### config.mk
export PLATFORM = sky130hd
export DESIGN_NAME = wb_stage
export DESIGN_NICKNAME = d
export VERILOG_FILES = /design/src/hdl/lsu_pkg.sv /design/src/hdl/wb_stage.sv
export VERILOG_INCLUDE_DIRS = /design/src /design/src/hdl
export SDC_FILE = /design/constraint.sdc
export NUM_CORES = 2
export LEC_CHECK = 0
export BUFFER_PORTS_ARGS = -buffer_cell sky130_fd_sc_hd__buf_2
export CAP_MARGIN = 40
export CORE_MARGIN = 3
export CORE_UTILIZATION = 35
export CTS_CLUSTER_SIZE = 12
export DETAILED_ROUTE_END_ITERATION = 16
export GPL_TIMING_DRIVEN = 0
export HOLD_SLACK_MARGIN = 0.12
export PLACE_DENSITY = 0.47
export RECOVER_POWER = 25
export SKIP_CTS_REPAIR_TIMING = 1
export SLEW_MARGIN = 10
export SYNTH_ARGS = -nofsm -noshare
export SYNTH_HDL_FRONTEND = slang
export SYNTH_SLANG_ARGS = --single-unit
### constraint.sdc
create_clock -name clk -period 3.4 [get_ports clk]
set_input_delay 0.68 -clock clk [delete_from_list [all_inputs] [get_ports clk]]
set_output_delay 0.68 -clock clk [all_outputs]
set_load 0.01 [all_outputs]
### src/hdl/lsu_settings.svh
`ifndef LSU_SETTINGS_SVH
`define LSU_SETTINGS_SVH

// integer data path width.
`define LSU_XLEN 64

// data memory depth as a doubleword index width, 256 doublewords.
`define LSU_DMEM_AW 8

// cycles from req high to ack high, 1 or more.
`define LSU_DMEM_LAT 2

`endif

### src/hdl/lsu_pkg.sv
`include "lsu_settings.svh"

package lsu_pkg;

    typedef logic [`LSU_XLEN-1:0]    xlen_t;
    typedef logic [31:0]             inst_t;
    typedef logic [4:0]              reg_addr_t;
    typedef logic [3:0]              st_wdth_t;
    typedef logic [5:0]              ld_wdth_t;
    typedef logic [7:0]              byte_en_t;
    typedef logic [`LSU_DMEM_AW-1:0] dmem_addr_t;

    // bit positions inside st_wdth_t.
    localparam int ST_B = 0;
    localparam int ST_H = 1;
    localparam int ST_W = 2;
    localparam int ST_D = 3;

    // bit positions inside ld_wdth_t.
    localparam int LD_B  = 0;
    localparam int LD_H  = 1;
    localparam int LD_W  = 2;
    localparam int LD_D  = 3;
    localparam int LD_BU = 4;
    localparam int LD_HU = 5;

    typedef enum logic [1:0] {
        WB_EXU  = 2'd0,
        WB_CSR  = 2'd1,
        WB_LOAD = 2'd2
    } wb_sel_e;

    typedef enum logic [1:0] {
        MS_IDLE    = 2'd0,
        MS_REQ     = 2'd1,
        MS_RELEASE = 2'd2
    } mem_state_e;

    typedef struct packed {
        xlen_t     pc;
        inst_t     inst;
        xlen_t     result;     // alu result, or the address for loads and stores.
        xlen_t     exu_wdata;
        xlen_t     csr_wdata;  // old csr value.
        logic      ram_we;
        xlen_t     ram_wdata;
        st_wdth_t  st_wdth;
        logic      ram_re;
        ld_wdth_t  ld_wdth;
        logic      reg_we;
        reg_addr_t reg_waddr;
        wb_sel_e   wb_sel;
    } ex_mem_t;

    typedef struct packed {
        xlen_t     pc;
        inst_t     inst;
        logic      reg_we;
        reg_addr_t reg_waddr;
        xlen_t     reg_wdata;
    } mem_wb_t;

endpackage

### src/hdl/wb_stage.sv
`timescale 1ns/100ps

module wb_stage (
    input  logic               clk,
    input  logic               rst_n,
    input  logic               valid_i,
    input  lsu_pkg::mem_wb_t   data_i,
    input  lsu_pkg::reg_addr_t rf_raddr_i,
    output lsu_pkg::xlen_t     rf_rdata_o,
    output logic               commit_valid_o,
    output lsu_pkg::mem_wb_t   commit_o
);
    import lsu_pkg::*;

    xlen_t rf [32];
    logic  rf_we;

    assign rf_we = valid_i & data_i.reg_we & (data_i.reg_waddr != '0);

    always_ff @(posedge clk) begin
        if (rst_n) begin
            commit_valid_o <= 1'b0;
        end else begin
            commit_valid_o <= valid_i;   // one pulse per retired item.
        end
    end

    // trace payload, only meaningful with commit_valid_o.
    always_ff @(posedge clk) begin
        if (valid_i) begin
            commit_o <= data_i;
        end
    end

    always_ff @(posedge clk) begin
        if (rst_n) begin
            for (int i = 0; i < 32; i++) begin
                rf[i] <= '0;
            end
        end else if (rf_we) begin
            rf[data_i.reg_waddr] <= data_i.reg_wdata;
        end
    end

    // x0 always reads zero.
    assign rf_rdata_o = (rf_raddr_i == '0) ? '0 : rf[rf_raddr_i];

endmodule

==> impl_metrics.yaml <==
status:
  status: "finished with violations"
  violations: "max-capacitance violations, max-slew violations, negative setup slack"
clock_network:
  cts_buffers: 264
  cts_buffer_depth: 4
  cts_root_buf: "clkbuf_16"
  cts.clk_slew.worst_paths_ns: 0.06
  htree_levels: 5
  cts.sinks: 2215
  cts_tree: "yes"
placement:
  pre_cts_slack_ns: -1.63
  gp_congestion: 0.816
  dp_hpwl_um: 257000
  io_buffers: 401
finish:
  layout_commonest_cell: "edfxtp_1"
  area_growth_pct: 26.5
  drive_gt1_share_pct: 23.2
  layout_common_cells: "edfxtp_1 (2214), and2_1 (1712), clkbuf_1 (733)"
  nets: 7404
worst_hold_path:
  whs_path_depth: 1
  hold-path-endpoint: "commit_o[149]$_DFFE_PP_"
  min_from: "valid_i"
  hold_class: "in2reg"
worst_setup_path:
  worst_ep_arrival_time_ns: 4.39
  cp_common_cell: "clkbuf_1"
  critPathMaxFanout: 30
  crit_chain: "clkbuf_1 -> and3b_1 -> clkbuf_1 -> nand2_1 -> nor2_1 -> clkbuf_1 -> clkbuf_2 -> or2_4 -> buf_16"
  crit_path_end_kind: "register"
  crit_family: "buffers and inverters"
  crit_buf_inv: 5
  critPathKind: "in2reg"
  required_ns: 3.92
  critical-path-max-stage-delay_ns: 0.78
  slowest_stage: "clkbuf_2"
  start_kind: "input port"
grt:
  antenna_found_initial: 29
  grtUsageMet3_pct: 5.30
  gr-usage-met2_pct: 41.1
  busiest_layer: "met2"
  grt_util_met1_pct: 34.4
  grt_pass1_vias: 59400
  grt_max_degree: 96
  overflow: 0
  grt_pass1_wl_um: 499000
  grt_util_all_layers_pct: 25.5
drt:
  viasPerCell: 5.33
  drt-total-wl_um: 378000
  route.detailed.drc: 0
  drt_iter0_markers: 6663
  ant_nets: 0
  drt_pass1_iterations: 5
  wl_per_cell_um: 34.0
  vias: 59400
power_and_ir_drop:
  power_frac_clock_pct: 40.7
  intPower_w: 0.0490
  combPwrFrac_pct: 10.3
  switchingPower_w: 0.0161
  powerDensity_nw_per_um2: 531
  netSwitchingFraction_pct: 24.7
  pwr-share-seq_pct: 49.0
  leakage_nw: 42.6
  vdd_drop_max_mv: 0.367
logic_synthesis:
  yosysUniqueCellTypes: 39
  synth_ff_type: "edfxtp_1"
  avgSynthCellArea_um2: 16.1
  netlist_instances: 6020
  ys_seq_area_share_pct: 68.7
  syn_area_um2: 96800
  async_flop_share_pct: 0
  synth_edf_count: 2214
  synth_seq_cells: 2215
  synth_warnings: 0
sta:
  setup_violations: 964
  worst_pin_slew_ns: 3.00
  holdWs_ns: 0.191
  hold_viol: 0
  rsz0062_at_grt: "yes"
  timing.fmax_ghz: 0.259
  slew_headroom_pct: -99.8
  final_max_slew_viol_count: 162
  fin_crit_sh_pct: 114
  period_minus_slack_ns: 3.86
  setup_ws_ns: -0.463
die:
  core-area_um2: 274000
  die_w_um: 532
  dieHeight_um: 532
  initial_core_util_pct: 35.3
  num_rows: 192
  fp.dieArea_um2: 283000
  io_pins: 405
flow_run:
  maxCapViolCount: 3
## synth_stat cells, types with 2 or more instances
cell type	n	share of area [%]
nor3_1	59	0.30
buf_6	28	0.33
buf_2	25	0.13
nor2b_1	6	0.039
a221oi_1	5	0.045
o22ai_1	116	0.75
and2_1	1985	13
nor2_1	36	0.14
nand2_1	6	0.023
a2111oi_0	116	1.0
or2_2	31	0.20
edfxtp_1	2214	69
a21oi_1	6	0.031
mux4_2	379	8.8
o221ai_1	5	0.045
a2111oi_1	5	0.052
a22o_1	116	1.0
nand3b_1	7	0.054
clkbuf_1	512	2.0
buf_1	20	0.078
nand3_1	3	0.016
mux2i_1	274	2.8
or3b_1	3	0.027
buf_4	33	0.26
mux2_2	5	0.058
a22oi_1	11	0.085
nand2b_1	2	0.013
## power by group through the flow
stage,Clock (W),Sequential (W),Combinational [W]
after global routing,0.0279,0.0320,0.00695
after CTS,0.0269,0.0319,0.00546
final,0.0265,0.0319,0.00672
after detailed placement,0,0.0325,0.00544
after floorplan,0,0.0324,0.00243
after global placement,0,0.0325,0.00499
## sequential cells by signal (all words and copies together), names as in the netlist
| name | cells |
|---|---|
| rf | 2048 |
| commit_valid_o | 1 |
| commit_o | 166 |
## worst max-delay path by stage
stage	depth (start not counted)	start	endpoint	slack, ns
finish	9	rst_n	rf[24][8]$_SDFFCE_PN0P_	-0.46
global route	10	rst_n	rf[23][39]$_SDFFCE_PN0P_	-0.28
CTS	10	rf_raddr_i[0]	rf_rdata_o[37]	-1.64
detailed placement	10	rf_raddr_i[0]	rf_rdata_o[37]	-1.63
global placement	7	valid_i	rf[25][34]$_SDFFCE_PN0P_	-6.54
floorplan	6	rf_raddr_i[1]	rf_rdata_o[38]	0.37
## metrics by stage
| stage | util, % | cells | area, um^2 | TNS (ns) | total power (W) |
|---|---|---|---|---|---|
| after global routing | 44.6 | 11100 | 122000 | -115.14 | 0.0669 |
| after floorplan | - | 6083 | 97100 | 0 | 0.0349 |
| after CTS | 41.9 | 10800 | 115000 | -91.15 | 0.0643 |
| after detailed placement | 39.1 | 10400 | 107000 | -1146.38 | 0.0379 |
| final | 44.7 | 11100 | 122000 | -161.26 | 0.0651 |
| after global placement | 37.8 | 10200 | 104000 | - | 0.0375 |
## cell families after synthesis
family	Yosys count	share of synthesized area, %
flops	2215	68.7
simple gates	2144	13.7
mux	658	11.7
buf+inv	620	2.78
compound gates	382	3.12
other cells	1	0.00387
## area by class of cell
cell class | count | area, um^2
inverters | 1 | 3.75
diodes | 32 | 80.1
plain buffers | 616 | 4180
fillers | 24500 | 152000
clock buffers | 341 | 7010
repair buffers | 881 | 8250
well taps | 3686 | 4610
flip-flops and latches | 2215 | 66500
clock inverters | 111 | 718
multi-input cells | 3251 | 31100
## routing by layer
metal  vias to the layer above  share of wire [%]
met5                         -                  0
met4                         0                3.5
met3                       520                7.9
met2                      2637                 48
met1                     31300                 41
li1                      24900                  -
Note: power is estimated with default switching activity, not from simulation.
