--- src/hdl/lsu_settings.svh ---
`ifndef LSU_SETTINGS_SVH
`define LSU_SETTINGS_SVH

// integer data path width.
`define LSU_XLEN 64

// data memory depth as a doubleword index width, 256 doublewords.
`define LSU_DMEM_AW 8

// cycles from req high to ack high, 1 or more.
`define LSU_DMEM_LAT 2

`endif

--- src/hdl/lsu_pkg.sv ---
`include "lsu_settings.svh"

package lsu_pkg;

    typedef logic [`LSU_XLEN-1:0]    xlen_t;
    typedef logic [31:0]             inst_t;
    typedef logic [4:0]              reg_addr_t;
    typedef logic [3:0]              st_wdth_t;
    typedef logic [5:0]              ld_wdth_t;
    typedef logic [7:0]              byte_en_t;
    typedef logic [`LSU_DMEM_AW-1:0] dmem_addr_t;

    // bit positions inside st_wdth_t.
    localparam int ST_B = 0;
    localparam int ST_H = 1;
    localparam int ST_W = 2;
    localparam int ST_D = 3;

    // bit positions inside ld_wdth_t.
    localparam int LD_B  = 0;
    localparam int LD_H  = 1;
    localparam int LD_W  = 2;
    localparam int LD_D  = 3;
    localparam int LD_BU = 4;
    localparam int LD_HU = 5;

    typedef enum logic [1:0] {
        WB_EXU  = 2'd0,
        WB_CSR  = 2'd1,
        WB_LOAD = 2'd2
    } wb_sel_e;

    typedef enum logic [1:0] {
        MS_IDLE    = 2'd0,
        MS_REQ     = 2'd1,
        MS_RELEASE = 2'd2
    } mem_state_e;

    typedef struct packed {
        xlen_t     pc;
        inst_t     inst;
        xlen_t     result;     // alu result, or the address for loads and stores.
        xlen_t     exu_wdata;
        xlen_t     csr_wdata;  // old csr value.
        logic      ram_we;
        xlen_t     ram_wdata;
        st_wdth_t  st_wdth;
        logic      ram_re;
        ld_wdth_t  ld_wdth;
        logic      reg_we;
        reg_addr_t reg_waddr;
        wb_sel_e   wb_sel;
    } ex_mem_t;

    typedef struct packed {
        xlen_t     pc;
        inst_t     inst;
        logic      reg_we;
        reg_addr_t reg_waddr;
        xlen_t     reg_wdata;
    } mem_wb_t;

endpackage

--- src/hdl/mem_stage.sv ---
`timescale 1ns/100ps

module mem_stage (
    input  logic                clk,
    input  logic                rst_n,
    input  logic                valid_i,
    input  lsu_pkg::ex_mem_t    data_i,
    output logic                stall_o,
    output logic                dmem_req_o,
    output logic                dmem_we_o,
    output lsu_pkg::dmem_addr_t dmem_addr_o,
    output lsu_pkg::byte_en_t   dmem_be_o,
    output lsu_pkg::xlen_t      dmem_wdata_o,
    input  logic                dmem_ack_i,
    input  lsu_pkg::xlen_t      dmem_rdata_i,
    output logic                valid_o,
    output lsu_pkg::mem_wb_t    data_o
);
    import lsu_pkg::*;

    mem_state_e state_q;
    mem_state_e state_d;
    logic       is_mem;
    logic       done;
    logic [2:0] offset;
    xlen_t      ld_shift;
    xlen_t      ld_value;
    xlen_t      wb_value;

    assign is_mem = data_i.ram_we | data_i.ram_re;
    assign offset = data_i.result[2:0];   // byte lane within the doubleword.
    assign done   = (state_q == MS_REQ) & dmem_ack_i;

    always_comb begin
        state_d = state_q;
        case (state_q)
            MS_IDLE: begin
                if (valid_i && is_mem) begin
                    state_d = MS_REQ;
                end
            end
            MS_REQ: begin
                if (dmem_ack_i) begin
                    state_d = MS_RELEASE;
                end
            end
            MS_RELEASE: begin
                // wait for the memory to drop ack before the next request.
                if (!dmem_ack_i) begin
                    state_d = MS_IDLE;
                end
            end
            default: state_d = MS_IDLE;
        endcase
    end

    always_ff @(posedge clk) begin
        if (rst_n) begin
            state_q <= MS_IDLE;
        end else begin
            state_q <= state_d;
        end
    end

    // request fields come straight from the held ex/mem register.
    assign dmem_req_o  = (state_q == MS_REQ);
    assign dmem_we_o   = data_i.ram_we;
    assign dmem_addr_o = data_i.result[$bits(dmem_addr_t)+2:3];

    always_comb begin
        dmem_wdata_o = data_i.ram_wdata;
        dmem_be_o    = '0;
        if (data_i.st_wdth[ST_B]) begin
            dmem_wdata_o = {8{data_i.ram_wdata[7:0]}};
            dmem_be_o    = 8'h01 << offset;
        end else if (data_i.st_wdth[ST_H]) begin
            dmem_wdata_o = {4{data_i.ram_wdata[15:0]}};
            dmem_be_o    = 8'h03 << offset;
        end else if (data_i.st_wdth[ST_W]) begin
            dmem_wdata_o = {2{data_i.ram_wdata[31:0]}};
            dmem_be_o    = 8'h0f << offset;
        end else if (data_i.st_wdth[ST_D]) begin
            dmem_be_o = 8'hff;
        end
    end

    assign ld_shift = dmem_rdata_i >> {offset, 3'b000};

    always_comb begin
        case (1'b1)
            data_i.ld_wdth[LD_B]:  ld_value = {{56{ld_shift[7]}}, ld_shift[7:0]};
            data_i.ld_wdth[LD_H]:  ld_value = {{48{ld_shift[15]}}, ld_shift[15:0]};
            data_i.ld_wdth[LD_W]:  ld_value = {{32{ld_shift[31]}}, ld_shift[31:0]};
            data_i.ld_wdth[LD_D]:  ld_value = ld_shift;
            data_i.ld_wdth[LD_BU]: ld_value = {56'b0, ld_shift[7:0]};
            data_i.ld_wdth[LD_HU]: ld_value = {48'b0, ld_shift[15:0]};
            default:               ld_value = ld_shift;
        endcase
    end

    always_comb begin
        case (data_i.wb_sel)
            WB_CSR:  wb_value = data_i.csr_wdata;
            WB_LOAD: wb_value = ld_value;
            default: wb_value = data_i.exu_wdata;
        endcase
    end

    // memory items hold the pipe until the ack cycle.
    assign stall_o = valid_i & is_mem & ~done;
    assign valid_o = valid_i & (~is_mem | done);

    assign data_o.pc        = data_i.pc;
    assign data_o.inst      = data_i.inst;
    assign data_o.reg_we    = data_i.reg_we;
    assign data_o.reg_waddr = data_i.reg_waddr;
    assign data_o.reg_wdata = wb_value;

endmodule

--- config.mk ---
export PLATFORM = sky130hd
export DESIGN_NAME = mem_stage
export DESIGN_NICKNAME = d
export VERILOG_FILES = /design/src/hdl/lsu_pkg.sv /design/src/hdl/mem_stage.sv
export VERILOG_INCLUDE_DIRS = /design/src /design/src/hdl
export SDC_FILE = /design/constraint.sdc
export NUM_CORES = 1
export LEC_CHECK = 0
export ABC_AREA = 1
export BUFFER_PORTS_ARGS = -buffer_cell sky130_fd_sc_hd__clkbuf_2
export CORE_AREA = 2 2 269 271
export CTS_CLUSTER_DIAMETER = 100
export DETAILED_ROUTE_END_ITERATION = 6
export DIE_AREA = 0 0 271 273
export PLACE_DENSITY = 0.38
export RECOVER_POWER = 50
export SLEW_MARGIN = 25
export SYNTH_ARGS = -nofsm -noshare
export SYNTH_HDL_FRONTEND = slang
export SYNTH_SLANG_ARGS = --single-unit
--- constraint.sdc ---
create_clock -name clk -period 1.55 [get_ports clk]
set_input_delay 0.155 -clock clk [delete_from_list [all_inputs] [get_ports clk]]
set_output_delay 0.155 -clock clk [all_outputs]
set_load 0.05 [all_outputs]
==> flow_metrics.tcl, run 1 <==
set metrics [dict create \
    outcome "finished, violations left" \
    failed_checks "setup timing" \
    pin_count_of_the_biggest_net_entering_global_routing 39 \
    chipWidth_um 271 \
    first_pass_grt_wire_length_mm 67.48 \
    fin_nets 2215 \
    synthArstFlopShare_pct 0 \
    antenna_found_initial 17 \
    wirelength_mm 50.09 \
    setup.worst_path.end_class "output pin" \
    worst_skew_pair.late_latency_ns 0.22 \
    cp.arrival_ns 1.88 \
    startpoint_to_endpoint_class_of_the_critical_path "input port to output pin" \
    largest-register "state_q" \
    netlist_instances 1277 \
    grt_use_met1_pct 14.07 \
    worst_hold_path.num_cells 2 \
    port-buffer-count 416 \
    grt_util_all_layers_pct 12.30 \
    gr-max-usage-layer "met2" \
    core_area_um2 71000 \
    powerDensity_nw_per_um2 522.7 \
    holdCritPathClass "input port to flip-flop" \
    clock_path_buffers 2 \
    io-pin-count 690 \
    static-leakage-power_nw 7.133 \
    max_clock_freq_ghz 0.4925 \
    clk_transition_reported_paths_ns 0.03 \
    final.min_clock_period_ns 2.030 \
    path_max_fanout 7 \
    first_global_vias 9833 \
    maxCapViolations 0 \
    clock_skew_ns 0.001054 \
    met2_track_demand_over_resource_in_global_routing_pct 23.17 \
    drv_slew 0 \
    detailedPlacementHpwl_mm 41.46 \
    vias_per_cell 3.756 \
    hold_violations 0 \
    synth_area_leaders "sky130_fd_sc_hd__nand2_1 30%, sky130_fd_sc_hd__buf_4 15%, sky130_fd_sc_hd__a21oi_1 12%" \
    slew_headroom_pct 67.04 \
    unrepaired_setup_endpoints_after_global_routing "yes" \
    detailedRoute.firstIterationViolations 500 \
    synth.yosys.seq_area_share_pct 0.6501 \
    cts-buffers-inserted 3 \
    hold_buffers 0 \
    yosysUniqueCellTypes 34 \
    fraction_of_synthesized_cell_area_taken_by_the_top_area_cell_type_pct 30.35 \
    final_critical_path_setup_slack_ns -0.4803 \
    fin_crit_sh_pct 131.0 \
    critical_path.startpoint_type "input port" \
    synth_ff_type "sky130_fd_sc_hd__dfxtp_1" \
    rows 98 \
    global_route_met3_utilization_pct 3.128 \
    layout-drive-gt1-share_pct 61.35 \
    ctsRootBufferMaster "sky130_fd_sc_hd__clkbuf_16" \
    cts_sinks 2 \
    wl_per_cell_um 18.45 \
    placement_stage_cell_area_um2 12340 \
    worst-r2r-cell-count 4 \
    detailroute.via_count 10190 \
    detail-route-antenna-nets 0 \
    drc 0 \
    timing.critical_path.required_ns 1.39 \
    flip_flop_count_of_the_largest_register_all_copies_and_words_added 2 \
    die_height_um 273 \
    syn-cell-area_um2 6158 \
    yosysWarningCount 0 \
    vdd_drop_max_v 0.0007291 \
    tritoncts_clock_tree "built" \
    finalInstanceArea_um2 15060 \
    area.growth.synth_to_final_pct 144.5 \
    syn-mean-instance-area_um2 4.823 \
    grt-ovfl-total 0 \
    timing_worst_slew_pin_value_ns 0.4944 \
    cts_max_level 1 \
    drt_first_pass_iters 5 \
    number_of_enable_flip_flop_cells_after_synthesis 0 \
    largestRegisters "state_q x2" \
    gp_congestion 0.8257 \
    initial_utilization_pct 8.674 \
    final_core_util_pct 21.21 \
    synthesis.nets 1728 \
    fin_hold_ws_ns 0.1148 \
    design.die.area_um2 73980 \
    final-setup-viol-count 69 \
    postSynthRegisterBits 2 \
    synth_top_area_cell "sky130_fd_sc_hd__nand2_1" \
]
## per-stage QoR
stage | setup slack (ns) | cells | setup TNS, ns | power [mW]
floorplan | -0.2212 | 1277 | -8.956 | 4.500
global route | -0.5377 | 2713 | -31.70 | 8.299
detailed placement | -0.6478 | 2653 | -35.94 | 6.354
global placement | -0.6216 | 2653 | -35.23 | 6.369
CTS | -0.4879 | 2673 | -27.52 | 7.339
finish | -0.4803 | 2714 | -26.37 | 7.870
## metal layers
layer / up-vias / routed length [um]
met2: 383 / 25930
li1: 5017 / -
met3: 75 / 3443
met4: 28 / 695
met1: 4690 / 19850
met5: - / 174
## final cells by class
cell class	instances	area (um2)
Tap cell	950	1189
Clock buffer	3	75.07
Antenna cell	2	5.005
Timing Repair inverter	1	16.27
Sequential cell	2	40.04
Timing Repair Buffer	692	6454
Inverter	50	237.7
Multi-Input combinational cell	1014	7041
Fill cell	8023	55940
## report_power, final
part	leakage [nW]	internal (mW)	switching [mW]
combinational	7.08	3.18	4.25
clock	0.0370	0.328	0.0583
sequential	0.0164	0.0550	0.00217
## logic make-up after synthesis
logic type               count (synthesis)  share of synthesized area [%]
buffers and inverters                  261                          25.46
adder cells (fa/ha/maj)                 11                          2.235
AO/OA/AOI/OAI                          246                          22.31
flip-flops                               2                         0.6502
AND/OR/NAND/NOR                        757                          49.35
## path summary, 6_finish.rpt
check | from | to | slack (ns)
setup / recovery | data_i[212] | data_o[11] | -0.48
hold / removal | rst_n | state_q[1] | 0.11
setup reg to reg | state_q[0] | state_q[1] | 0.71
hold reg to reg | state_q[1] | state_q[1] | 0.52
## cell usage in the layout, fill, tap and decap left out, types with 3 or more instances in the layout
master                      instances
sky130_fd_sc_hd__a21oi_1           80
sky130_fd_sc_hd__a21oi_2            5
sky130_fd_sc_hd__a21oi_4           81
sky130_fd_sc_hd__buf_12            96
sky130_fd_sc_hd__buf_16             6
sky130_fd_sc_hd__buf_4            190
sky130_fd_sc_hd__buf_6             31
sky130_fd_sc_hd__buf_8             42
sky130_fd_sc_hd__clkbuf_16         17
sky130_fd_sc_hd__clkbuf_2         303
sky130_fd_sc_hd__clkbuf_4           7
sky130_fd_sc_hd__clkbuf_8           3
sky130_fd_sc_hd__ha_2               3
sky130_fd_sc_hd__ha_4               6
sky130_fd_sc_hd__inv_1             40
sky130_fd_sc_hd__inv_2              3
sky130_fd_sc_hd__nand2_1          313
sky130_fd_sc_hd__nand2_2          107
sky130_fd_sc_hd__nand2_4           76
sky130_fd_sc_hd__nand2_8            3
sky130_fd_sc_hd__nand3_1           86
sky130_fd_sc_hd__nand3_2           40
sky130_fd_sc_hd__nand3_4           16
sky130_fd_sc_hd__nor2_1           101
sky130_fd_sc_hd__nor2_2             4
sky130_fd_sc_hd__nor2_4             5
sky130_fd_sc_hd__o211ai_1          16
sky130_fd_sc_hd__o21ai_0           15
sky130_fd_sc_hd__o21ai_1           19
sky130_fd_sc_hd__o21ai_2           14
sky130_fd_sc_hd__o21ai_4            4
## Yosys cell counts, drive strengths merged, types with 2 or more instances
master  number
a21oi      166
buf        171
clkbuf      40
clkinv       2
dfxtp        2
ha          11
inv         48
nand2      499
nand3      142
nor2       110
nor3         2
o211ai      17
o21ai       52
o311ai       3
o31ai        2
or2          2
## critical path: stages
cell,delay (ns)
sky130_fd_sc_hd__clkbuf_16,0.13
sky130_fd_sc_hd__buf_16,0.16
sky130_fd_sc_hd__buf_12,0.15
sky130_fd_sc_hd__clkbuf_16,0.15
sky130_fd_sc_hd__nand2_4,0.06
sky130_fd_sc_hd__nand2_4,0.05
sky130_fd_sc_hd__nand2_2,0.05
sky130_fd_sc_hd__nand2_2,0.05
sky130_fd_sc_hd__o211ai_1,0.35
sky130_fd_sc_hd__nand2_1,0.19
sky130_fd_sc_hd__nand2_4,0.13
sky130_fd_sc_hd__a21oi_4,0.06
sky130_fd_sc_hd__buf_12,0.15
## timing repair
item / CTS / global route
resized for setup: 228 / 268
endpoints found under the setup margin: 104 / 83
pin swaps: 34 / 127
gates cloned: 8 / 15
setup buffers: 9 / 28
Note: power is estimated with default switching activity, not from simulation.
==> inputs of run 2 (changes only) <==
PLACE_DENSITY = 0.33   (was 0.38)
==> run 2 against run 1 <==
The run still ends with setup timing left. Wire length is 1.6% lower. Critical path depth fell by 2. Design area shrank 7.6%. Clock power barely moved. Sequential share of layout area about the same. Critical path type unchanged. Critical endpoint is now data_o[5].
==> flow_metrics.tcl, run 2 (synthesis gave the netlist of run 1 again) <==
set metrics [dict create \
    outcome "finished, violations left" \
    failed_checks "setup timing" \
    detailroute.via_count 10010 \
    worst_skew_pair.late_latency_ns 0.22 \
    timing.critical_path.required_ns 1.39 \
    ctsRootBufferMaster "sky130_fd_sc_hd__clkbuf_16" \
    setup.worst_path.end_class "output pin" \
    final-setup-viol-count 69 \
    powerDensity_nw_per_um2 539.1 \
    cp.arrival_ns 1.78 \
    detail-route-antenna-nets 0 \
    share_clk_of_total_power_pct 5.2 \
    first_global_vias 10400 \
    port-buffer-count 416 \
    pin_count_of_the_biggest_net_entering_global_routing 56 \
    rrSetupSlack_ns 0.70 \
    cts_sinks 2 \
    worstReg2RegEnd "state_q[1]" \
    first_pass_grt_wire_length_mm 69.10 \
    max_clock_freq_ghz 0.5165 \
    largest-register "state_q" \
    wl_per_cell_um 18.62 \
    netSwitchingPower_mw 4.142 \
    critical_path.startpoint_type "input port" \
    fin_nets 2150 \
    clk_transition_reported_paths_ns 0.03 \
    largestRegisters "state_q x2" \
    total_power_after_layout_mw 7.500 \
    flip_flop_count_of_the_largest_register_all_copies_and_words_added 2 \
    fin_tns_setup_ns -19.44 \
    layout-drive-gt1-share_pct 55.51 \
    worst_hold_path.num_cells 2 \
    antenna-diode-count 0 \
    detailedPlacementHpwl_mm 41.67 \
    fin_crit_sh_pct 124.9 \
    drt_first_pass_iters 5 \
    seq_power_share_pct 0.8 \
    cts_max_level 1 \
    combinationalPowerShare_pct 94.1 \
    r2r-start "state_q[0]" \
    timing_worst_slew_pin_value_ns 0.3849 \
    hold_path.startpoint "rst_n" \
    initial_utilization_pct 8.674 \
    detailedRoute.firstIterationViolations 378 \
    path_max_fanout 17 \
    internal_power_mw 3.358 \
    dp_slack_ns -0.6148 \
    gp_congestion 0.8482 \
    mostFrequentLayoutCells "362 x sky130_fd_sc_hd__nand2_1, 299 x sky130_fd_sc_hd__clkbuf_2, 150 x sky130_fd_sc_hd__buf_4" \
    final_core_util_pct 19.60 \
    clock_skew_ns 0.0006291 \
    grt-ovfl-total 0 \
    chipWidth_um 271 \
    static-leakage-power_nw 6.585 \
    hold_violations 0 \
    vias_per_cell 3.781 \
    final_critical_path_setup_slack_ns -0.3862 \
    clock_path_buffers 2 \
    antenna_found_initial 13 \
    placedCellCount 2613 \
    core_area_um2 71000 \
    hold_buffers 0 \
    drv_slew 0 \
    unrepaired_setup_endpoints_after_global_routing "yes" \
    cts-buffers-inserted 3 \
    vdd_drop_max_v 0.0005986 \
    die_height_um 273 \
    area.growth.synth_to_final_pct 125.9 \
    slew_headroom_pct 74.23 \
    final_cell_count_no_fill 2647 \
    grt_util_all_layers_pct 12.50 \
    startpoint_to_endpoint_class_of_the_critical_path "input port to output pin" \
    maxCapViolations 0 \
    power_switching_share_pct 55.23 \
    final.min_clock_period_ns 1.936 \
    hold_path_end "state_q[1]" \
    rows 98 \
    wirelength_mm 49.29 \
    mostFrequentLayoutCell "sky130_fd_sc_hd__nand2_1" \
    holdCritPathClass "input port to flip-flop" \
    drc 0 \
    design.die.area_um2 73980 \
    tritoncts_clock_tree "built" \
    worst-r2r-cell-count 4 \
    io-pin-count 690 \
]
## run 2: cell count changes in the layout (fill, tap and decap cells not counted), moves of 15 or more
cell	before	now
sky130_fd_sc_hd__buf_4	190	150
sky130_fd_sc_hd__nand2_1	313	362
sky130_fd_sc_hd__nand2_2	107	87
sky130_fd_sc_hd__buf_6	31	16
sky130_fd_sc_hd__nand2_4	76	46
sky130_fd_sc_hd__nand3_1	86	112
## run 2: what timing repair did
| item | 4_1_cts | 5_1_grt |
|---|---|---|
| resized for setup | 200 | 136 |
| pin swaps | 26 | 21 |
| setup buffers | 10 | 9 |
| gates cloned | 9 | 5 |
| setup endpoints to repair | 92 | 100 |
## run 2: critical path, cell delays in order
cell and delay [ns]:
sky130_fd_sc_hd__buf_16 0.14, sky130_fd_sc_hd__inv_16 0.10, sky130_fd_sc_hd__bufbuf_16 0.28, sky130_fd_sc_hd__nand2_1 0.08, sky130_fd_sc_hd__nand3_1 0.09, sky130_fd_sc_hd__nand2_2 0.09, sky130_fd_sc_hd__buf_4 0.14, sky130_fd_sc_hd__o211ai_1 0.29
sky130_fd_sc_hd__buf_4 0.18, sky130_fd_sc_hd__a21oi_4 0.05, sky130_fd_sc_hd__buf_12 0.15
## run 2: final cells by class
| cell class | count | area, um2 |
|---|---|---|
| fillers | 8126 | 57080 |
| multi-input cells | 1014 | 6519 |
| repair buffers | 628 | 5874 |
| well taps | 950 | 1189 |
| inverters | 50 | 216.5 |
| clock buffers | 3 | 75.07 |
| flip-flops and latches | 2 | 40.04 |
## run 2: how the worst max path moves through the flow
| stage | startpoint | endpoint | slack, ns | cells past startpoint |
|---|---|---|---|---|
| 5_1_grt | data_i[212] | data_o[35] | -0.44 | 14 |
| 3_5_place_dp | data_i[212] | data_o[26] | -0.61 | 15 |
| 4_1_cts | data_i[212] | data_o[2] | -0.50 | 11 |
| 6_report | data_i[212] | data_o[5] | -0.39 | 11 |
| 3_3_place_gp | data_i[212] | data_o[26] | -0.62 | 15 |
| 2_1_floorplan | data_i[212] | data_o[30] | -0.22 | 13 |
## run 2: power by group through the flow
stage               Combinational, mW  Sequential [mW]  Clock (mW)
CTS                              6.86           0.0573       0.394
global route                     7.45           0.0579       0.403
detailed placement               6.25           0.0579           0
global placement                 6.25           0.0576           0
floorplan                        4.44           0.0574           0
finish                           7.06           0.0575       0.387
## run 2: per-stage QoR
step / cell area, um2 / hold slack [ns]
6_report: 13910 / 0.1098
4_1_cts: 13360 / 0.1049
3_5_place_dp: 12160 / 0.3103
5_1_grt: 13910 / 0.1232
3_3_place_gp: 12160 / 0.3103
2_1_floorplan: 7691 / 0.2241
## run 2: layer usage
metal,global-route usage (%),share of wire (%),vias up
met3,3.260,7.1,82
met1,14.03,38,4667
met5,0,0.35,-
met4,2.748,2.4,26
met2,23.44,52,357
li1,-,-,4876
