--- config.mk ---
export PLATFORM = sky130hd
export DESIGN_NAME = ex_mem_reg
export DESIGN_NICKNAME = d
export VERILOG_FILES = /design/src/hdl/lsu_pkg.sv /design/src/hdl/ex_mem_reg.sv
export VERILOG_INCLUDE_DIRS = /design/src /design/src/hdl
export SDC_FILE = /design/constraint.sdc
export NUM_CORES = 1
export LEC_CHECK = 0
export BUFFER_PORTS_ARGS = -buffer_cell sky130_fd_sc_hd__buf_2
export CORE_AREA = 10 10 279 281
export CTS_BUF_LIST = sky130_fd_sc_hd__clkbuf_8
export CTS_CLUSTER_DIAMETER = 150
export DETAILED_ROUTE_END_ITERATION = 12
export DIE_AREA = 0 0 289 291
export SYNTH_ARGS = -nofsm -noshare
export SYNTH_HDL_FRONTEND = slang
export SYNTH_SLANG_ARGS = --single-unit
--- constraint.sdc ---
create_clock -name clk -period 24.9 [get_ports clk]
set_input_delay 3.735 -clock clk [delete_from_list [all_inputs] [get_ports clk]]
set_output_delay 3.735 -clock clk [all_outputs]
set_load 0.02 [all_outputs]
--- src/hdl/lsu_settings.svh ---
`ifndef LSU_SETTINGS_SVH
`define LSU_SETTINGS_SVH

// integer data path width.
`define LSU_XLEN 64

// data memory depth as a doubleword index width, 256 doublewords.
`define LSU_DMEM_AW 8

// cycles from req high to ack high, 1 or more.
`define LSU_DMEM_LAT 2

`endif

--- src/hdl/lsu_pkg.sv ---
`include "lsu_settings.svh"

package lsu_pkg;

    typedef logic [`LSU_XLEN-1:0]    xlen_t;
    typedef logic [31:0]             inst_t;
    typedef logic [4:0]              reg_addr_t;
    typedef logic [3:0]              st_wdth_t;
    typedef logic [5:0]              ld_wdth_t;
    typedef logic [7:0]              byte_en_t;
    typedef logic [`LSU_DMEM_AW-1:0] dmem_addr_t;

    // bit positions inside st_wdth_t.
    localparam int ST_B = 0;
    localparam int ST_H = 1;
    localparam int ST_W = 2;
    localparam int ST_D = 3;

    // bit positions inside ld_wdth_t.
    localparam int LD_B  = 0;
    localparam int LD_H  = 1;
    localparam int LD_W  = 2;
    localparam int LD_D  = 3;
    localparam int LD_BU = 4;
    localparam int LD_HU = 5;

    typedef enum logic [1:0] {
        WB_EXU  = 2'd0,
        WB_CSR  = 2'd1,
        WB_LOAD = 2'd2
    } wb_sel_e;

    typedef enum logic [1:0] {
        MS_IDLE    = 2'd0,
        MS_REQ     = 2'd1,
        MS_RELEASE = 2'd2
    } mem_state_e;

    typedef struct packed {
        xlen_t     pc;
        inst_t     inst;
        xlen_t     result;     // alu result, or the address for loads and stores.
        xlen_t     exu_wdata;
        xlen_t     csr_wdata;  // old csr value.
        logic      ram_we;
        xlen_t     ram_wdata;
        st_wdth_t  st_wdth;
        logic      ram_re;
        ld_wdth_t  ld_wdth;
        logic      reg_we;
        reg_addr_t reg_waddr;
        wb_sel_e   wb_sel;
    } ex_mem_t;

    typedef struct packed {
        xlen_t     pc;
        inst_t     inst;
        logic      reg_we;
        reg_addr_t reg_waddr;
        xlen_t     reg_wdata;
    } mem_wb_t;

endpackage

--- src/hdl/ex_mem_reg.sv ---
`timescale 1ns/100ps

module ex_mem_reg (
    input  logic             clk,
    input  logic             rst_n,
    input  logic             valid_i,
    input  lsu_pkg::ex_mem_t data_i,
    input  logic             stall_i,
    output logic             valid_o,
    output lsu_pkg::ex_mem_t data_o
);

    // pc and inst ride along for the commit trace only.
    always_ff @(posedge clk) begin
        if (rst_n) begin
            valid_o        <= 1'b0;
            // a bubble after reset must not touch memory or the register file.
            data_o.ram_we  <= 1'b0;
            data_o.ram_re  <= 1'b0;
            data_o.reg_we  <= 1'b0;
            data_o.st_wdth <= '0;
            data_o.ld_wdth <= '0;
        end else if (!stall_i) begin
            valid_o <= valid_i;
            data_o  <= data_i;
        end
    end

endmodule

==> impl_summary.md, run 1 <==
Floorplan
Once the floorplan was initialized, standard cells occupied 15.6% of the core. The die is 289 microns wide. The height of the die is 291 microns. The core region area is 72300 sq um.

The placement row count is 99. The I/O pin count is 749. The area of the die is 84100 sq um.

GRT
The via count of the first global-routing pass is 8302. The sum of overflow across all layers after global routing is 0. The first global-routing pass estimated 56400 microns of wire. The initial antenna violation count is 14. For this run, the total global-route usage over all layers was measured as 9.12%. Entering global routing, the biggest net connects 80 pins.

Place
The number of port buffers is 748. Once detailed placement completed, the half-perimeter wirelength came to 33800 microns. Routability-driven placement finished with a final weighted congestion of 0.875. The count of placed standard cells including taps is 2114. After detailed placement, the total cell area comes to 16200 sq um.

Yosys
After synthesis, the largest family of logic cells by area is multiplexers. Sequential cells were found to cover 97.9% of the synthesized design area. The number of warnings issued by yosys is 0. The share of the synthesized netlist area taken by xor and xnor gates is 0%. After synthesis, the share of cell area in mux cells is 1.24%. The mapped netlist covers 11300 sq um. The synthesized netlist devotes 0% of its cell area to compound gates. The gate count of the mapped netlist is 405. The number of different library cells used by synthesis comes to 7.

In this run, synthesis produced a sequential element count of 373. The simple-gate share of the synthesized area is 0.499%. When the netlist entered floorplanning its net count stood at 781. The mean area per synthesized cell is 27.9 sq um.

The share of synthesized cell area in full adder, half adder and majority cells is 0%.

Run
The number of maximum-capacitance constraint violations is 0.

Power
Summed over all cells, the static leakage comes to 0.00719 uW. In this run the power density over the cells is 78.0 nW/um^2. IR analysis of the VDD net gives a maximum drop of 0.0570 mV. The overall power consumption is 1350 uW.

Worst setup path
The critical path class is in2reg. The sort of element at the end of the critical path is a register. Walking the worst path, the cells encountered are buf_2 -> nor2_4 -> buf_4 -> buf_4 -> buf_4. The critical path data required time is 25.15 ns. The largest single stage delay on the critical path is 0.86 ns. The number of cells on the worst reg-to-reg path is 2. The worst setup path is launched from an input port. The arrival time of the worst setup path is 6.94 ns. The highest fanout seen on the critical path is 79. The slowest stage of the critical path is the buf_4 cell. The cell that appears most often on the critical path is buf_4.

STA
The worst clock skew is 0 ns. The shortest clock period the worst path allows after layout is 6.70 ns. The final hold violation count is 0. The count of final setup violators is 0.

The worst-case headroom to the max-slew limit is 32.9%. The peak clock frequency supported by timing is 0.149 GHz. The final-report max-slew violation count is 0. After routing, the total negative slack on setup checks comes to 0 ns.

Setup repair after global routing left no endpoint under its margin. The final critical path takes up 26.9% of the cycle. For the pin with the worst max-slew slack, the measured transition is 1.01 ns.

Clocking
TritonCTS built the clock tree. The number of CTS-inserted buffers is 59. The maximum root-to-sink buffer count is 3.

The CTS clock-pin slew for the worst setup and hold paths is 0.06 ns. The total of hold buffers inserted after clock tree synthesis is 0. The maximum level of the CTS H-tree is 2.

The count of buffers added by post-CTS timing repair for setup is 0. The root buffer selected by CTS is clkbuf_8. The post-cts sizing count is 0. The clock sink count is 373. Clock latency on the worst-skew pair, taken at its later pin, is 0.63 ns.

Cells and area
The share of final-layout standard cells stronger than drive strength 1 is 65.7%. Relative to the synthesized area, the layout overhead comes to 53.0%. The finished cells cover 17300 sq um. The finished layout holds 2220 standard cells, fillers aside.

The number of nets in the layout is 1592.

Route
The detail route stage leaves a number of antenna-violating nets equal to 0. The routed design has 41500 microns of wire. Using the TritonRoute via totals, the vias-per-cell ratio works out to 3.30. Dividing the detail-routed wire length by the instance count gives 18.7 microns. The number of DRC violations after detailed routing is 0. The number of DRC markers in iteration 0 is 274. Before antenna repair, the detailed router went through 4 iterations. The routed via count is 7323.

Status
The flow ran to the end, and the final reports show no timing, DRC or antenna violations.

Worst hold path
The worst hold path class is reg2reg. The number of stages on the worst hold path is 2.
## power breakdown
part | internal, uW | total (uW) | leakage (uW) | switching [uW]
clock | 226 | 455 | 0.000609 | 230
combinational | 48.2 | 144 | 0.00310 | 95.8
sequential | 735 | 748 | 0.00348 | 12.2
total | 1010 | 1350 | 0.00719 | 338
## synthesized netlist by cell type
library cell  number  share of area [%]
buf_2              1              0.044
buf_6              1               0.10
buf_12             1               0.18
edfxtp_1         359                 95
nor2_1            15               0.50
mux2i_1           14                1.2
dfxtp_1           14                2.5
## per-layer routing
metal | global-route usage, % | up-vias | share of wire, %
met5 | 0 | - | 0.22
met1 | 8.36 | 3461 | 32
li1 | - | 3264 | -
met2 | 16.4 | 512 | 50
met4 | 2.82 | 14 | 2.1
met3 | 5.59 | 72 | 15
## worst max-delay path, delay by kind of cell
kind / cells / cell delay (ns)
buf+inv: 4 / 2.43
simple gates: 1 / 0.59
## through the flow
step	hold slack (ns)	setup slack, ns	utilization (%)
after floorplan	0.586	5.00	-
after global placement	0.487	17.70	22.5
after detailed placement	0.499	17.51	22.5
after CTS	0.513	18.28	23.9
after global routing	0.527	17.99	23.9
final	0.512	18.20	23.9
## registers in the layout, indices dropped and copies added, names as in the netlist
register / cells
data_o: 372
valid_o: 1
## layout by cell type (no fill, tap or decap)
master      Yosys  layout
buf_2           1     748
buf_4           0       5
clkbuf_8        0      61
clkinv_1        0       8
clkinv_2        0       8
clkinv_4        0       1
clkinvlp_4      0       2
dfxtp_1        14      14
diode_2         0       3
edfxtp_1      359     359
inv_1           0      22
inv_6           0       1
mux2i_1        14      14
nor2_1         15      14
nor2_4          0       1
## cells by family (layout without fill, tap and decap cells)
group / after synthesis / after routing
mux: 14 / 14
simple gates: 15 / 15
flops: 373 / 373
buf+inv: 3 / 856
other cells: 0 / 3
## final timing paths
path                                 start          end  slack [ns]
worst max-delay path               stall_i  data_o[156]       18.20
worst min-delay path            data_o[17]   data_o[17]        0.51
worst max register to register   data_o[9]    data_o[9]       24.23
worst min register to register  data_o[17]   data_o[17]        0.51
## area by class of cell
class,count,area [sq um]
clock inverter,42,185
antenna,3,7.51
fill,7573,55100
timing repair buffer,753,3780
multi-input combinational,29,204
clock buffer,61,840
sequential,373,11100
tap,959,1200
(Power assumes the default switching activity.)
==> run 2, diff against run 1 <==
Settings changed: ABC_AREA from default to 1, CORE_AREA 10 10 279 281 to 10 10 285 287, DIE_AREA 0 0 289 291 to 0 0 295 297.
Clock period 24.9 ns to 5.7 ns, I/O delays scaled along.
==> run 2 against run 1 <==
Compared with the run above: via count increased by 4.6%; clock skew unchanged; combinational power increased to 4.5 times the previous value; cell count increased by 3.4%; critical path depth decreased by 2; clock power increased to 4.7 times the previous value; global-route usage increased by 0.79 points; die area increased by 4.2%; synthesized cell count increased by 11%; register-to-register slack got worse by 19 ns; largest cell class unchanged.
==> impl_summary.md, run 2 <==
Power
The maximum vdd ir drop is 0.192 mV (+240%). The combinational group share of total power is 10.7% (about the same). The sequential share of power was 53.7% (-1.8 points).

The power spent charging and discharging nets came to 1560 uW (+360%). The leakage power total is 0.00735 uW (+2.2%). The clock share of power is 35.5% (+1.7 points).

The switching fraction of total power was 25.6% (+0.57 points). The overall power consumption was 6090 uW (+350%). The internal power is 4530 uW (+350%). The total power per unit cell area came to 347 nW/um^2 (+340%).

Worst setup path
The highest fanout seen on the critical path is 124 (+57%). The number of cells traversed by the worst register-to-register path is 4 (+2). The worst register-to-register path begins at data_o[14].

The arrival time of the worst setup path is 2.50 ns (-4.44 ns). The critical path data required time is 5.96 ns (-19.19 ns). The instance count on the critical path was 3 (-2). STA classifies the critical path startpoint as an input port.

The worst-case register-to-register setup slack came to 5.06 ns (-19.17 ns). The signal on the critical path passes through buf_2 -> nor2_4 -> buf_12. Among all stages on the critical path, the largest delay is contributed by nor2_4. The sort of element at the end of the critical path is a register. The largest delay contributor family on the critical path is buffers and inverters. The end of the critical path is data_o[150]. The critical path startpoint is stall_i. The buffers plus inverters on the worst setup path came to 2 (-2). The largest incremental delay on the critical path is 0.67 ns (-0.19 ns). The endpoint identified for the worst register-to-register timing path is data_o[14]. The critical path in this run is classified as in2reg.

Floorplan
The height of the die is 297 microns (+2.1%). The area of the die came to 87600 sq um (+4.2%). The I/O pin count is 749 (unchanged). The placement row count is 101 (+2.0%). The core region area was 75400 sq um (+4.3%). The width of the chip is 295 microns (+2.1%). The initial cell density of the core was 15.1% (-0.55 points).

GRT
The sum of overflow across all layers after global routing is 0 (unchanged). The via count of the first global-routing pass came to 8493 (+2.3%). The first-pass GRT wire length is 62900 microns (+12%). The maximum number of pins on one net before global-route repair is 125 (+56%).

The initial antenna violation count was 15 (+1). The combined global-route utilization of all metal layers is 9.91% (+0.79 points).

STA
The final hold violation count is 0 (unchanged). The share of the cycle needed by the critical path after routing is 39.4%. The worst-case headroom to the max-slew limit is 47.1% (+14 points). The worst-case hold slack was 0.369 ns (-0.143 ns).

Setup repair after global routing left no endpoint under its margin. The slew at the pin closest to its max-slew limit is 0.792 ns (-0.215 ns). For this run, the top clock speed supported by timing is 0.446 GHz. The worst clock skew is 0 ns (unchanged).

The count of final setup violators is 0 (unchanged). The final-report max-slew violation count is 0 (unchanged). The final total negative setup slack is 0 ns (unchanged). The shortest clock period the worst path allows after layout is 2.24 ns.

Cells and area
The synthesis-to-finish area growth is 54.6%. The final cell area excluding filler cells is 17600 sq um (+1.7%). Leaving out fill and tap cells, the most frequent cell in the layout is buf_2. The fill cell instance count of the final layout came to 7883 (+4.1%). In the final layout, the registers with the most flip-flops are data_o x372, valid_o x1. The share of final-layout standard cells stronger than drive strength 1 was 63.8% (-2.0 points). The largest register by flop count is data_o.

The flip-flop count of the largest register, all copies and words added came to 372 (unchanged). The number of nets in the layout is 1644 (+3.3%). In the layout the commonest cells are buf_2 (748), edfxtp_1 (359), clkbuf_8 (65).

Yosys
By count the netlist is led by edfxtp_1 (359), nor2_1 (29), nand2_1 (28), inv_1 (15), dfxtp_1 (14). The mean area per synthesized cell came to 25.3 sq um (-9.2%). The area share of the largest cell type after synthesis came to 94.9% (-0.58 points). The number of enable-type register cells in the synthesized netlist came to 359 (unchanged). The net count after synthesis was 825 (+5.6%). The cell area after technology mapping came to 11400 sq um (+0.61%). The gate count of the mapped netlist is 449 (+11%).

The count of cell types in the netlist is 8 (+1). The register area share after synthesis came to 97.3% (-0.59 points). The number of synthesized register bits is 373 (unchanged).

The number of warnings issued by yosys is 0 (unchanged). The fraction of registers with async set or reset after synthesis was 0% (unchanged). In the post-synthesis netlist, the biggest area contributors are edfxtp_1 (95%), dfxtp_1 (2.5%), nor2_1 (0.96%). The top flip-flop cell by instance count after synthesis is edfxtp_1. The library cell occupying the most area in the post-synthesis netlist is edfxtp_1. By instance count, the leading cell after synthesis is edfxtp_1.

Worst hold path
The worst hold path class is in2reg.

Place
The post-DP HPWL is 38300 microns (+14%). The instance area at placement is 16400 sq um (+1.2%). The placer's final routability congestion estimate is 0.906 (+3.5%). The number of port buffers is 748 (unchanged).

Route
The average vias per placed instance is 3.34 (+1.2%). The number of DRC markers in iteration 0 came to 434 (+58%). The detailed-routing iteration count for the pre-antenna-repair pass is 4 (unchanged). The routed via count came to 7663 (+4.6%). The post-route antenna net violation count is 0 (unchanged).

The final routed wire length divided by cell count came to 20.3 microns (+8.5%). The number of DRC violations after detailed routing came to 0 (unchanged). The total wire length came to 46600 microns (+12%).

Clocking
The CTS clock-pin slew for the worst setup and hold paths came to 0.06 ns (about the same). The clock insertion delay at the later pin of the skew report is 0.64 ns (about the same). The total of hold buffers inserted after clock tree synthesis came to 0 (unchanged). The root buffer selected by CTS is clkbuf_8.

The maximum root-to-sink buffer count is 3 (unchanged). TritonCTS built the clock tree. The post-cts sizing count came to 0 (unchanged). The number of CTS-inserted buffers came to 61 (+3.4%). The maximum level of the CTS H-tree is 2 (unchanged). The clock sink count is 373 (unchanged). The count of buffers added by post-CTS timing repair for setup is 0 (unchanged).

Run
The number of maximum-capacitance constraint violations is 0 (unchanged).

Status
The flow ran to the end, and the final reports show no timing, DRC or antenna violations.
==> run 2: cells by family (layout without fill, tap and decap cells) <==
logic type,count (synthesis),after routing,synth area share [%]
other,0,4,0
DFF,373,373,97.3
and+or+nand+nor,57,57,1.88
buffers and inverters,19,884,0.771
==> run 2: power groups by stage <==
stage               Sequential, uW  Combinational [uW]  Clock (uW)
floorplan                     3570                52.5           0
global placement              3330                 662           0
detailed placement            3330                 671           0
CTS                           3270                 671        2280
global route                  3290                 698        2390
finish                        3270                 654        2160
==> run 2: area by class of cell <==
class	count	area, sq um	area share (%)
well taps	978	1220	6.97
inverters	15	56.3	0.321
clock buffers	65	895	5.09
multi-input cells	57	221	1.26
diodes	4	10.0	0.0570
clock inverters	44	228	1.30
flip-flops and latches	373	11100	63.0
repair buffers	760	3870	22.0
==> run 2: worst min-delay path by stage <==
stage	start	end	slack [ns]	depth (start not counted)
2_1_floorplan	data_o[10]	data_o[10]	0.58	4
3_3_place_gp	data_o[15]	data_o[15]	0.50	4
3_5_place_dp	data_o[15]	data_o[15]	0.51	4
4_1_cts	data_i[285]	data_o[285]	0.27	1
5_1_grt	data_i[26]	data_o[26]	0.30	1
6_report	data_i[331]	data_o[331]	0.37	1
==> run 2: per-stage QoR <==
stage | setup WS, ns | util, % | instances
after floorplan | -1.11 | - | 449
after global placement | 2.83 | 21.8 | 2183
after detailed placement | 2.77 | 21.8 | 2183
after CTS | 3.43 | 23.3 | 2292
after global routing | 3.36 | 23.3 | 2294
final | 3.46 | 23.3 | 2296
==> run 2: routing by layer <==
metal	up-vias	GRT usage, %	wire length, microns
li1	3387	-	-
met1	3632	10.7	17000
met2	540	16.5	22000
met3	90	5.13	6290
met4	14	3.28	1250
met5	-	0	86
==> run 3, diff against run 2 <==
Settings changed: CORE_AREA 10 10 285 287 to 10 10 280 282, DIE_AREA 0 0 295 297 to 0 0 290 292.
Clock period 5.7 ns to 2.3 ns, I/O delays scaled along.
==> run 3 against run 2 <==
Compared with the run above: sequential power increased by 150%; non-clock buffer count increased by 387; cell count is 16% higher; clock skew unchanged; first-iteration DRC count up 5.3%; flip-flop and latch count is the same; via count is 20% higher; highest routed layer unchanged.
==> impl_summary.md, run 3 (synthesis results as in run 2) <==
Cells and area
In the final layout, the registers with the most flip-flops are data_o x372, valid_o x1. The most common library cell in the layout ignoring fill and taps is buf_2. The final instance count without filler cells is 2666 (+16%).

Leaving out fill and tap cells, the most frequent cells in the layout are buf_2 (748), dlygate4sd3_1 (374), edfxtp_1 (359). More flip-flops sit in one register than any other, and that register is data_o. The fill cell instance count of the final layout is 7184 (-8.9%). The flip-flop count of the largest register, all copies and words added was 372 (unchanged). The share of final-layout standard cells stronger than drive strength 1 is 49.6% (-14 points). The synthesis-to-finish area growth is 87.9%. The number of nets in the layout came to 2030 (+23%). The final cell area excluding filler cells was 21400 sq um (+22%).

STA
The count of final setup violators is 0 (unchanged). The worst-case headroom to the max-slew limit is 66.6% (+20 points). The worst path in the final design needs a cycle of 1.70 ns, including I/O delays and setup. Setup repair after global routing left no endpoint under its margin. Timing would allow up to 0.590 GHz.

The worst path uses 73.7% of the clock period. The final total negative setup slack is 0 ns (unchanged). The slew at the pin closest to its max-slew limit is 0.501 ns (-0.291 ns).

The final-report max-slew violation count is 0 (unchanged). The worst clock skew is 0 ns (unchanged). The final hold violation count is 0 (unchanged).

Power
The leakage power total came to 0.00898 uW (+22%). The maximum vdd ir drop is 0.715 mV (+270%). The combinational group share of total power is 14.3% (+3.6 points). The clock share of power is 33.3% (-2.2 points). The internal power is 11500 uW (+150%). The power spent charging and discharging nets is 3960 uW (+150%). The sequential share of power is 52.5% (-1.2 points). The switching fraction of total power is 25.6% (about the same). The total power per unit cell area came to 724 nW/um^2 (+110%).

Status
The run finished with clean final reports.

Worst setup path
The critical path startpoint is data_o[261]. The instance count on the critical path is 1 (-2). The number of cells traversed by the worst register-to-register path is 4 (unchanged). The arrival time of the worst setup path is 1.35 ns (-1.15 ns).

The sort of element at the end of the critical path is an output pin. The critical path data required time came to 1.96 ns (-4.00 ns). The signal on the critical path passes through buf_2. The highest fanout seen on the critical path is 1 (-99%). The endpoint identified for the worst register-to-register timing path is data_o[83].

The buffers plus inverters on the worst setup path is 1 (-1). The worst-case register-to-register setup slack is 1.64 ns (-3.42 ns). The critical path's slowest cell is edfxtp_1. In this run the critical register-to-register path is launched from data_o[83]. The largest delay contributor family on the critical path is flip-flops. The largest incremental delay on the critical path is 0.49 ns (-0.18 ns). The critical path class is reg2out. In this run the worst setup path terminates at data_o[261].

The category of the worst setup path launch point is a register.

Route
The final routed wire length divided by cell count came to 19.1 microns (-5.7%). The number of DRC markers in iteration 0 is 457 (+5.3%). The routed via count was 9220 (+20%). The average vias per placed instance is 3.46 (+3.6%). The number of DRC violations after detailed routing came to 0 (unchanged).

The post-route antenna net violation count is 0 (unchanged). The detailed-routing iteration count for the pre-antenna-repair pass was 5 (+1). The total wire length is 51000 microns (+9.5%).

Clocking
The clock insertion delay at the later pin of the skew report is 0.63 ns (about the same). The number of CTS-inserted buffers is 60 (-1.6%). The CTS clock-pin slew for the worst setup and hold paths is 0.06 ns (about the same). The tree is rooted in a clkbuf_8.

The clock sink count is 373 (unchanged). The TritonCTS clock tree is done. The maximum root-to-sink buffer count is 3 (unchanged). The maximum level of the CTS H-tree came to 2 (unchanged).

The count of buffers added by post-CTS timing repair for setup is 0 (unchanged).

Floorplan
The width of the chip is 290 microns (-1.7%). The placement row count came to 99 (-2.0%). The initial cell density of the core is 15.7% (+0.59 points). The I/O pin count is 749 (unchanged). The area of the die came to 84700 sq um (-3.3%). The height of the die was 292 microns (-1.7%). The core region area is 72600 sq um (-3.8%).

GRT
The met3 track utilization from global routing is 5.63% (+0.50 points). The first-pass GRT wire length is 73000 microns (+16%). The most utilized layer in the global route result is met2. The met2 routing resource usage after global routing is 19.5% (+3.0 points). The met1 track demand over resource is 12.3% (+1.6 points). The initial antenna violation count was 20 (+5).

The combined global-route utilization of all metal layers is 11.5% (+1.6 points). The sum of overflow across all layers after global routing was 0 (unchanged). The via count of the first global-routing pass is 10.5k (+24%). The maximum number of pins on one net before global-route repair is 64 (-49%).

Run
The number of maximum-capacitance constraint violations was 0 (unchanged).

Place
The instance area at placement is 16500 sq um (+0.60%). The number of port buffers is 748 (unchanged). The count of placed standard cells including taps is 2177 (-0.27%).

The post-DP HPWL is 37700 microns (-1.6%). The placer's final routability congestion estimate is 0.861 (-4.9%).

Worst hold path
In this run the most critical hold path is launched from stall_i. The worst hold path class is in2reg.
==> run 3: changes by cell type in the layout (fill, tap and decap cells not counted), moves of 4 or more <==
cell	previous run	this run
inv_1	35	43
buf_4	9	20
dlygate4sd3_1	0	374
clkbuf_8	65	61
diode_2	4	9
==> run 3: layout make-up <==
class | instances | area (sq um) | share of cell area, %
diodes | 9 | 22.5 | 0.105
inverters | 15 | 56.3 | 0.264
flip-flops and latches | 373 | 11100 | 51.8
clock inverters | 45 | 214 | 1.00
multi-input cells | 57 | 221 | 1.04
well taps | 959 | 1200 | 5.62
repair buffers | 1147 | 7740 | 36.2
clock buffers | 61 | 840 | 3.93
==> run 3: routing by layer <==
| metal | wire (microns) | vias to the layer above |
|---|---|---|
| met5 | 76 | - |
| met4 | 1330 | 10 |
| met3 | 6120 | 84 |
| met2 | 25100 | 621 |
| met1 | 18400 | 4342 |
| li1 | - | 4163 |
==> run 3: worst min path at each step <==
stage | to | cells after the start
floorplan | data_o[0] | 0
global placement | valid_o | 4
detailed placement | data_o[11] | 4
CTS | data_o[13] | 3
global route | data_o[17] | 3
finish | data_o[7] | 3
==> run 3: what timing repair did <==
action | in CTS | in global routing
resized for setup | 0 | 0
hold buffers | 374 | 0
hold endpoints to repair | 375 | 0
==> run 3: per-stage QoR <==
step / power (uW) / utilization [%] / hold slack, ns / worst slack, ns
after floorplan: 8980 / - / 0.444 / -4.00
after global placement: 9900 / 22.8 / 0.505 / 0.493
after detailed placement: 9920 / 22.8 / 0.504 / 0.466
after CTS: 15700 / 29.4 / 0.145 / 0.507
after global routing: 16100 / 29.4 / 0.190 / 0.510
final: 15500 / 29.4 / 0.221 / 0.604
==> run 3: power by group through the flow <==
stage	Sequential (uW)	Combinational (uW)	Clock, uW
after floorplan	8850	130	0
after global placement	8240	1660	0
after detailed placement	8240	1690	0
after CTS	8100	2210	5340
after global routing	8150	2340	5650
final	8110	2200	5150
